==> src/logic/ctr_pkg.sv <==
/*
  Shared types and constants of the CTR counter unit.
  Sparse codes other than SP2V_HIGH and SP2V_LOW are treated as faults.
*/
package ctr_pkg;

  //////////////////////////////
  // Sparse two-valued signals
  //////////////////////////////

  // One bit per rail
  localparam int Sp2VWidth = 3;

  typedef enum logic [Sp2VWidth-1:0] {
    SP2V_HIGH = 3'b011,
    SP2V_LOW  = 3'b100
  } sp2v_e;

  // Rail polarity, bit set means active-high rail
  localparam logic [Sp2VWidth-1:0] SP2V_LOGIC_HIGH = 3'b011;

  // Invalid enable code driven after a fault
  // Register treats it as a lock and refuses loads
  localparam logic [Sp2VWidth-1:0] SP2V_LOCK = 3'b000;

  //////////////////////////////
  // Counter geometry
  //////////////////////////////

  localparam int NumBytes      = 16;
  localparam int NumSlices     = 8;
  localparam int SliceSize     = 16;
  localparam int SliceIdxWidth = 3;

  // Block order, byte 0 is the most significant byte
  typedef logic [NumBytes-1:0][7:0] ctr_block_t;

  //////////////////////////////
  // Rail FSM
  //////////////////////////////

  localparam int CtrStateWidth = 6;

  // Codes keep a Hamming distance of at least 3
  typedef enum logic [CtrStateWidth-1:0] {
    CTR_IDLE  = 6'b010110,
    CTR_INCR  = 6'b101101,
    CTR_ERROR = 6'b001011
  } ctr_fsm_e;

  // Multi-bit rail outputs, OR-combined and compared in ctr_incr
  typedef struct packed {
    logic [SliceIdxWidth-1:0] slice_idx;
    logic [SliceSize-1:0]     slice;
    logic                     alert;
  } rail_out_t;

endpackage

==> src/logic/ctr_iv_reg.sv <==
/*
  128-bit counter register, cleared by reset.
  Load is taken only while every slice enable is SP2V_LOW.
*/
`timescale 1ns/100ps

module ctr_iv_reg import ctr_pkg::*; (
  input  logic                  clk_i,
  input  logic                  arst_n_i,

  input  logic                  load_i,
  input  ctr_block_t            load_data_i,

  input  ctr_block_t            ctr_next_i,
  input  sp2v_e [NumSlices-1:0] ctr_we_i,

  output ctr_block_t            ctr_o
);

  logic [NumSlices-1:0][SliceSize-1:0] ctr_q;
  logic [NumSlices-1:0][SliceSize-1:0] next_sl;
  logic                                we_any;
  logic                                we_idle;

  assign next_sl = ctr_next_i;

  // Slice write in progress, or lock code present
  always_comb begin : we_scan
    we_any  = 1'b0;
    we_idle = 1'b1;
    for (int s = 0; s < NumSlices; s++) begin
      if (ctr_we_i[s] == SP2V_HIGH) begin
        we_any = 1'b1;
      end
      if (ctr_we_i[s] != SP2V_LOW) begin
        we_idle = 1'b0;
      end
    end
  end

  always_ff @(posedge clk_i or negedge arst_n_i) begin : ctr_reg
    if (!arst_n_i) begin
      ctr_q <= '0;
    end else if (we_any) begin
      // Invalid codes write nothing
      for (int s = 0; s < NumSlices; s++) begin
        if (ctr_we_i[s] == SP2V_HIGH) begin
          ctr_q[s] <= next_sl[s];
        end
      end
    end else if (load_i && we_idle) begin
      ctr_q <= load_data_i;
    end
  end

  assign ctr_o = ctr_q;

endmodule

==> config.mk <==
export PLATFORM = sky130hd
export DESIGN_NAME = ctr_iv_reg
export DESIGN_NICKNAME = d
export VERILOG_FILES = /design/src/logic/ctr_pkg.sv /design/src/logic/ctr_iv_reg.sv
export SDC_FILE = /design/constraint.sdc
export NUM_CORES = 1
export LEC_CHECK = 0
export BUFFER_PORTS_ARGS = -buffer_cell sky130_fd_sc_hd__buf_4
export CAP_MARGIN = 20
export CORE_AREA = 2 2 158 160
export CTS_CLUSTER_DIAMETER = 200
export CTS_CLUSTER_SIZE = 25
export DETAILED_ROUTE_END_ITERATION = 8
export DIE_AREA = 0 0 160 162
export PLACE_DENSITY = 0.59
export SKIP_CTS_REPAIR_TIMING = 1
export SYNTH_ARGS = -nofsm -noshare
export SYNTH_HDL_FRONTEND = slang
export SYNTH_SLANG_ARGS = --single-unit
==> constraint.sdc <==
create_clock -name clk_i -period 0.8 [get_ports clk_i]
set_clock_uncertainty 0.1 [all_clocks]
set_input_delay 0.04 -clock clk_i [delete_from_list [all_inputs] [get_ports clk_i]]
set_output_delay 0.04 -clock clk_i [all_outputs]
set_load 0.02 [all_outputs]
==> results.tsv, run 1 <==
stage	metric	value	unit
detailed_routing	drt pass-1 iters	6	
setup_path	CP endpoint kind	register	
die	Die Y	162	um
place	PortBufs	410	
min_path	Hold Path Class	in2async	
clock_tree	CTS Buf Count	17	
cells_and_area	most frequent cells in the layout	buf_4, buf_6, dlygate4sd3_1	
detailed_routing	1st-iter DRT viols	1238	
clock_tree	Worst-path clk slew	60	ps
sta	Min Hold Slack	-78.32	ps
run	max_cap viols	0	
grt	GRT Total Usage	24.60	%
power_and_ir_drop	Overall Power	0.03363	W
setup_path	arrival time worst endpoint	1640	ps
run_status	failing checks	hold timing, setup timing	
yosys	Cells after Synth	779	
setup_path	startpoint types	input pin	
cells_and_area	Final #Nets	1956	
yosys	Post-Syn Area	0.007119	mm2
setup_path	crit path kind	in2reg	
sta	final hold vios	7	
place	GP Congestion	0.8667	
yosys	sequential fraction of the synthesis area	44.99	%
cells_and_area	share of layout cells above drive strength 1	51.63	%
sta	RSZ-0062 raised after global routing	true	
power_and_ir_drop	Pleak	7.899	nW
die	Rows	57	
yosys	Mean Syn Cell Area	9.139	um2
cells_and_area	final core area utilization	74.32	%
clock_tree	H-tree depth	4	
power_and_ir_drop	Cell Pwr Density	1877	mW/mm2
grt	first-pass GRT wire length	50.51	mm
sta	Final Max Slew Viols	0	
grt	total gr overflow	0	
setup_path	maximum net fanout on the critical path	11	
clock_tree	TritonCTS clock tree	yes	
clock_tree	CTS max path bufs	2	
die	Initial Utilization	29.53	%
sta	Tmin final	1463	ps
yosys	Yosys cell types	19	
yosys	Synth Net Count	1062	
power_and_ir_drop	VDD IR max	1149	uV
clock_tree	CTS sink count	128	
die	I/O pins	411	
cells_and_area	max reg flops	128	
detailed_routing	routed len/inst	24.07	um
run_status	status	finished with violations	
detailed_routing	DRC viols	0	
sta	worst setup margin	-663.1	ps
cells_and_area	Fill cells	1489	
sta	worst slew pin tran	421.0	ps
setup_path	Worst EP required	980	ps
yosys	Synth Warn #	0	
clock_tree	clk_lat worst skew	420	ps
sta	Finish-stage setup viols	256	
sta	Final TNS setup	-122190	ps
cells_and_area	Area Overhead vs Synth	151.7	%
detailed_routing	drt via density	5.769	
grt	largest net degree at the start of global routing	54	
detailed_routing	Post-Route WL	48.40	mm
yosys	Seq cells post-synth	128	
detailed_routing	Final ANT Viol Nets	0	
place	worst slack, placed	-1043	ps
sta	worst rel slew slack	71.94	%
grt	vias in the first global route	8940	
die	die width	160	um
sta	Tcrit/Tclk final	182.9	%
grt	initial antenna violation count	1	
place	DP HPWL	24.50	mm
die	die area	0.02592	mm2
detailed_routing	Vias	11601	
sta	FMAX	683.5	MHz
die	core area	0.02411	mm2
cells_and_area	most common cell after layout, fill and taps aside	buf_4	
clock_tree	root buffer cell	clkbuf_16	
-- cell families after synthesis --
kind of cell,after synthesis,share of synthesized area [%]
flip-flops,128,44.99
AND/OR/NAND/NOR,149,11.46
AO/OA/AOI/OAI,392,34.59
buffers and inverters,110,8.963
-- report_power, final --
group	switching, W	internal, W
Clock	0.00331	0.00475
Sequential	0.00108	0.00778
Combinational	0.00722	0.00949
-- per-stage QoR --
| stage | cell area (um2) | std cells |
|---|---|---|
| final | 17920 | 2011 |
| after global routing | 17910 | 2010 |
| after CTS | 12620 | 1651 |
| after detailed placement | 12030 | 1620 |
| after global placement | 12030 | 1620 |
| after floorplan | 7119 | 779 |
-- final timing paths --
check | startpoint | endpoint | slack, ps | depth (start not counted)
max | ctr_we_i[0] | ctr_o[119]$_DFFE_PN0P_ | -660 | 7
min | arst_n_i | ctr_o[121]$_DFFE_PN0P_ | -80 | 2
max reg2reg | ctr_o[100]$_DFFE_PN0P_ | ctr_o[100]$_DFFE_PN0P_ | -420 | 3
min reg2reg | ctr_o[86]$_DFFE_PN0P_ | ctr_o[86]$_DFFE_PN0P_ | 470 | 2
max in group asynchronous | arst_n_i | ctr_o[75]$_DFFE_PN0P_ | 230 | 3
min in group clk_i | ctr_next_i[48] | ctr_o[48]$_DFFE_PN0P_ | -70 | 4
-- cell usage after synthesis --
| master | number | share of area, % |
|---|---|---|
| or4_4 | 2 | 0.32 |
| o21ai_0 | 8 | 0.56 |
| and3b_1 | 8 | 0.98 |
| nand3_1 | 128 | 9.0 |
| and4b_1 | 1 | 0.14 |
| nor4_1 | 3 | 0.26 |
| buf_4 | 5 | 0.53 |
| a21o_1 | 8 | 0.84 |
| buf_6 | 18 | 2.8 |
| clkbuf_1 | 30 | 1.6 |
| a31oi_1 | 128 | 11 |
| and4_1 | 2 | 0.25 |
| nor4bb_1 | 2 | 0.28 |
| nor4b_1 | 1 | 0.12 |
| a211oi_1 | 128 | 13 |
| nor2_1 | 2 | 0.11 |
| buf_2 | 57 | 4.0 |
| dfrtp_1 | 128 | 45 |
| o21ai_1 | 120 | 8.4 |
-- critical path, stage by stage --
cell and delay, ps:
buf_6 90, and3b_2 210, or4_4 630, buf_6 170, buf_16 150, o21ai_2 160, a31oi_1 170
-- routing by layer --
metal / track usage [%] / part of all wire [%]
met5: 0 / 0
met4: 9.296 / 6.4
met3: 4.622 / 8.5
met2: 41.54 / 50
met1: 31.45 / 35
-- layout make-up --
type	instances	area [um2]	share of cell area (%)
timing repair buffer	985	9968	55.64
multi-input combinational	541	3746	20.91
sequential	128	3203	17.88
clock buffer	19	452.9	2.528
tap	324	405.4	2.263
clock inverter	12	135.1	0.7542
antenna	2	5.005	0.02793
(Power assumes the default switching activity.)
==> inputs of run 2 (changes only) <==
Settings changed: GPL_TIMING_DRIVEN set to 0.
==> results.tsv, run 2 (synthesis gave the netlist of run 1 again) <==
stage	metric	value	unit	change
run_status	status	finished with violations		
run_status	failing checks	hold timing, setup timing		
setup_path	R2R cell count	3		unchanged
clock_tree	CTS sink count	128		unchanged
detailed_routing	1st-iter DRT viols	924		-25%
setup_path	critical path's slowest cell	or4_4		
setup_path	startpoint types	input pin		
setup_path	Stages on worst setup path	8		+1
detailed_routing	M1 wire length	16.12	mm	-4.5%
die	Rows	57		unchanged
clock_tree	TritonCTS clock tree	yes		
place	placed cell areas	0.01063	mm2	-12%
grt	total gr overflow	0		unchanged
grt	largest net degree at the start of global routing	66		+22%
detailed_routing	drt pass-1 iters	5		-1
cells_and_area	Area Overhead vs Synth	116.3	%	
sta	Final TNS setup	-119280	ps	+2915 ps
setup_path	Slowest Stage Delay on Critical Path	600	ps	-30 ps
sta	worst setup margin	-703.4	ps	-40.33 ps
cells_and_area	max reg flops	128		unchanged
sta	FMAX	665.2	MHz	-2.7%
clock_tree	root buffer cell	clkbuf_16		
sta	Final Max Slew Viols	0		unchanged
power_and_ir_drop	VDD IR max	898.8	uV	-22%
sta	final hold vios	99		+92
detailed_routing	routed len/inst	21.98	um	-8.7%
setup_path	Top cell by count, worst path	buf_4		
grt	initial antenna violation count	0		-1
cells_and_area	Inserted Diodes	0		-2
cells_and_area	final instance area	0.01540	mm2	-14%
setup_path	Worst EP required	1000	ps	+20 ps
detailed_routing	met2 WL	20.72	mm	-15%
grt	first-pass GRT wire length	52.41	mm	+3.8%
sta	worst rel slew slack	52.20	%	-20 points
detailed_routing	drt via density	5.521		-4.3%
sta	Finish-stage setup viols	256		unchanged
detailed_routing	DRC viols	0		unchanged
cells_and_area	share of layout cells above drive strength 1	44.48	%	-7.2 points
setup_path	crit-path leading delay family	simple AND/OR/NAND/NOR gates		
setup_path	arrival time worst endpoint	1700	ps	+60 ps
sta	worst slew pin tran	717.0	ps	+296.0 ps
die	die width	160	um	unchanged
detailed_routing	Post-Route WL	40.78	mm	-16%
grt	vias in the first global route	8698		-2.7%
sta	Tmin final	1503	ps	+40.33 ps
power_and_ir_drop	Pleak	6.661	nW	-16%
run	max_cap viols	0		unchanged
sta	Tcrit/Tclk final	187.9	%	+5.0 points
place	PortBufs	410		unchanged
clock_tree	clk_lat worst skew	420	ps	about the same
detailed_routing	met3 WL	2.675	mm	-35%
clock_tree	CTS max path bufs	2		unchanged
die	I/O pins	411		unchanged
min_path	Hold Path Class	in2async		
die	Die Y	162	um	unchanged
die	Initial Utilization	29.53	%	unchanged
detailed_routing	Final ANT Viol Nets	0		unchanged
cells_and_area	Final #Nets	1803		-7.8%
detailed_routing	Vias	10242		-12%
power_and_ir_drop	Cell Pwr Density	1883	mW/mm2	+0.34%
sta	Min Hold Slack	-509.4	ps	-431.0 ps
power_and_ir_drop	Overall Power	0.02900	W	-14%
sta	RSZ-0062 raised after global routing	true		
setup_path	CP endpoint kind	register		
place	DP HPWL	25.58	mm	+4.4%
clock_tree	Worst-path clk slew	60	ps	about the same
setup_path	crit path kind	in2reg		
clock_tree	CTS Buf Count	17		unchanged
cells_and_area	most common cell after layout, fill and taps aside	buf_4		
setup_path	maximum net fanout on the critical path	10		-1
place	GP Congestion	0.8497		-2.0%
detailed_routing	highest routed layer	met4		
setup_path	Cell Chain, Critical Path	buf_4 > and3b_1 > buf_6 > or4_4 > buf_12 > buf_4 > o21ai_1 > a31oi_1		
clock_tree	H-tree depth	4		unchanged
setup_path	Buffers & Inverters on Critical Path	4		+1
cells_and_area	most frequent cells in the layout	buf_4, dlygate4sd3_1, buf_6		
cells_and_area	final core area utilization	63.88	%	-10 points
die	core area	0.02411	mm2	unchanged
die	die area	0.02592	mm2	unchanged
grt	GRT Total Usage	26.16	%	+1.6 points
[run 2: changes by cell type in the layout (fill, tap and decap cells not counted), moves of 22 or more]
| cell | delta |
|---|---|
| buf_6 | -109 |
| buf_4 | -48 |
| o21ai_1 | +34 |
| o21ai_2 | -34 |
| buf_12 | -33 |
| buf_2 | +22 |
[run 2: path summary, 6_finish.rpt]
path	slack, ps	startpoint	to
worst max-delay path	-700	ctr_we_i[1]	ctr_o[114]$_DFFE_PN0P_
worst min-delay path	-510	arst_n_i	ctr_o[122]$_DFFE_PN0P_
worst max register to register	-300	ctr_o[123]$_DFFE_PN0P_	ctr_o[123]$_DFFE_PN0P_
worst min register to register	470	ctr_o[51]$_DFFE_PN0P_	ctr_o[51]$_DFFE_PN0P_
max in group asynchronous	330	arst_n_i	ctr_o[46]$_DFFE_PN0P_
min in group clk_i	230	ctr_we_i[19]	ctr_o[111]$_DFFE_PN0P_
[run 2: metrics by stage]
| step | std cells | worst slack [ps] |
|---|---|---|
| floorplan | 779 | -803.5 |
| global placement | 1513 | -1691 |
| detailed placement | 1514 | -1679 |
| CTS | 1544 | -1248 |
| global route | 1855 | -752.3 |
| finish | 1855 | -703.4 |
[run 2: per-layer routing]
| layer | track usage (%) | up-vias |
|---|---|---|
| li1 | - | 4583 |
| met1 | 34.00 | 4991 |
| met2 | 42.38 | 561 |
| met3 | 5.975 | 107 |
| met4 | 10.44 | 0 |
| met5 | 0 | - |
[run 2: power by group]
part           internal (W)  switching (W)
sequential          0.00778        0.00104
combinational       0.00653        0.00586
clock               0.00457        0.00324
[run 2: worst register-to-register path: cells and delay by family, from the launching register on]
kind | cells | cell delay (ps)
AO/OA/AOI/OAI | 2 | 300
buffers and inverters | 1 | 150
flip-flops | 1 | 420
[run 2: cell type report]
type	count	area [um2]
Fill cell	1960	8706
Clock buffer	17	425.4
Timing Repair Buffer	725	6680
Sequential cell	128	3203
Clock inverter	13	141.4
Multi-Input combinational cell	541	3612
Tap cell	324	405.4
Buffer	107	932.1
==> inputs of run 3 (changes only) <==
Settings changed: PLACE_DENSITY 0.59 to 0.57.
Clock period 0.8 ns to 1.55 ns, I/O delays scaled along.
==> results.tsv, run 3 (synthesis gave the netlist of run 1 again) <==
stage	metric	value	unit	change
run	max_cap viols	0		unchanged
die	Initial Utilization	29.53	%	unchanged
sta	Finish-stage setup viols	1		-99.6%
min_path	Hold Path Class	in2async		
grt	initial antenna violation count	1		+1
sta	worst slew pin tran	791.7	ps	+74.76 ps
setup_path	Cell Chain, Critical Path	buf_4 > and3b_1 > buf_6 > or4_4 > buf_12 > buf_4 > o21ai_1 > a31oi_1		
sta	worst setup margin	-23.88	ps	+679.5 ps
setup_path	crit path kind	in2reg		
clock_tree	Worst-path clk slew	60	ps	about the same
detailed_routing	met3 WL	2.577	mm	-3.7%
die	I/O pins	411		unchanged
cells_and_area	Fill cells	2134		+8.9%
power_and_ir_drop	Overall Power	0.01406	W	-52%
cells_and_area	Layout Cells excl Fill	1802		-2.9%
detailed_routing	routed len/inst	21.28	um	-3.2%
detailed_routing	M1 wire length	15.65	mm	-2.9%
cells_and_area	Area Overhead vs Synth	99.35	%	
die	core area	0.02411	mm2	unchanged
setup_path	CP endpoint kind	register		
power_and_ir_drop	Pleak	6.143	nW	-7.8%
run_status	failing checks	setup timing		
grt	vias in the first global route	8759		+0.70%
cells_and_area	Final #Nets	1748		-3.1%
place	GP Congestion	0.8455		-0.49%
setup_path	Top cell by count, worst path	buf_4		
sta	RSZ-0062 raised after global routing	true		
place	DP HPWL	25.79	mm	+0.81%
grt	GRT Total Usage	25.90	%	-0.25 points
setup_path	startpoint types	input pin		
grt	largest net degree at the start of global routing	73		+11%
sta	Tcrit/Tclk final	101.5	%	
cells_and_area	most common cell after layout, fill and taps aside	buf_4		
sta	worst rel slew slack	47.22	%	-5.0 points
sta	final hold vios	0		-100%
setup_path	Slowest Stage Delay on Critical Path	570	ps	-30 ps
clock_tree	H-tree depth	4		unchanged
cells_and_area	share of layout cells above drive strength 1	39.20	%	-5.3 points
die	die width	160	um	unchanged
place	Inst Count DP	1514		unchanged
clock_tree	TritonCTS clock tree	yes		
clock_tree	clk_lat worst skew	420	ps	about the same
sta	FMAX	635.4	MHz	
cells_and_area	max reg flops	128		unchanged
die	die area	0.02592	mm2	unchanged
clock_tree	CTS sink count	128		unchanged
setup_path	R2R cell count	2		-1
detailed_routing	DRC viols	0		unchanged
clock_tree	root buffer cell	clkbuf_16		
detailed_routing	drt pass-1 iters	6		+1
sta	Tmin final	1574	ps	
detailed_routing	Vias	9807		-4.2%
setup_path	critical path's slowest cell	or4_4		
setup_path	Worst EP required	1740	ps	+740 ps
run_status	status	finished with violations		
detailed_routing	met2 WL	19.13	mm	-7.7%
setup_path	maximum net fanout on the critical path	10		unchanged
detailed_routing	1st-iter DRT viols	793		-14%
sta	Min Hold Slack	136.0	ps	+645.4 ps
grt	first-pass GRT wire length	51.94	mm	-0.89%
setup_path	arrival time worst endpoint	1760	ps	+60 ps
detailed_routing	drt via density	5.442		-1.4%
die	Rows	57		unchanged
clock_tree	CTS max path bufs	2		unchanged
power_and_ir_drop	Cell Pwr Density	990.5	mW/mm2	-47%
sta	Final Max Slew Viols	0		unchanged
detailed_routing	Final ANT Viol Nets	0		unchanged
detailed_routing	highest routed layer	met4		
detailed_routing	Post-Route WL	38.35	mm	-5.9%
power_and_ir_drop	VDD IR max	676.3	uV	-25%
cells_and_area	most frequent cells in the layout	buf_4, dlygate4sd3_1		
die	Die Y	162	um	unchanged
grt	total gr overflow	0		unchanged
clock_tree	CTS Buf Count	17		unchanged
place	PortBufs	410		unchanged
## run 3: final timing paths
path	start	end	slack (ps)
max	ctr_we_i[1]	ctr_o[37]$_DFFE_PN0P_	-20
min	arst_n_i	ctr_o[122]$_DFFE_PN0P_	140
max reg2reg	ctr_o[10]$_DFFE_PN0P_	ctr_o[10]$_DFFE_PN0P_	580
min reg2reg	ctr_o[51]$_DFFE_PN0P_	ctr_o[51]$_DFFE_PN0P_	450
max in group asynchronous	arst_n_i	ctr_o[79]$_DFFE_PN0P_	440
min in group clk_i	ctr_we_i[9]	ctr_o[51]$_DFFE_PN0P_	220
## run 3: final cells by class
cell class | instances | area [um2] | share of cell area [%]
Timing Repair Buffer | 669 | 5689 | 40.09
Clock buffer | 19 | 452.9 | 3.191
Tap cell | 324 | 405.4 | 2.856
Sequential cell | 128 | 3203 | 22.57
Antenna cell | 1 | 2.502 | 0.01763
Clock inverter | 12 | 158.9 | 1.120
Multi-Input combinational cell | 541 | 3411 | 24.03
Buffer | 108 | 869.6 | 6.127
## run 3: critical path: cells and delay by family
family	cells	cell delay [ps]
simple gates	2	760
buf+inv	4	630
compound gates	2	270
## run 3: power by group
group	total (W)	internal (W)	switching, W	leakage [nW]
Clock	0.00427	0.00262	0.00165	0.296
Combinational	0.00535	0.00256	0.00279	4.42
Sequential	0.00444	0.00401	0.000425	1.43
## run 3: through the flow
step           area, um2  TNS [ps]  utilization [%]  worst slack (ps)
3_3_place_gp       10600   -119330            43.98            -910.8
3_5_place_dp       10630    -85840            44.11            -998.5
2_1_floorplan       7119     -9675                -            -91.03
6_report           14190    -23.88            58.88            -23.88
4_1_cts            11250    -30270            46.65            -548.4
5_1_grt            14190    -367.9            58.88            -52.21
## run 3: per-layer routing
| metal | up-vias | track usage [%] |
|---|---|---|
| li1 | 4464 | - |
| met1 | 4741 | 33.85 |
| met2 | 518 | 42.99 |
| met3 | 84 | 5.184 |
| met4 | 0 | 8.927 |
| met5 | - | 0 |
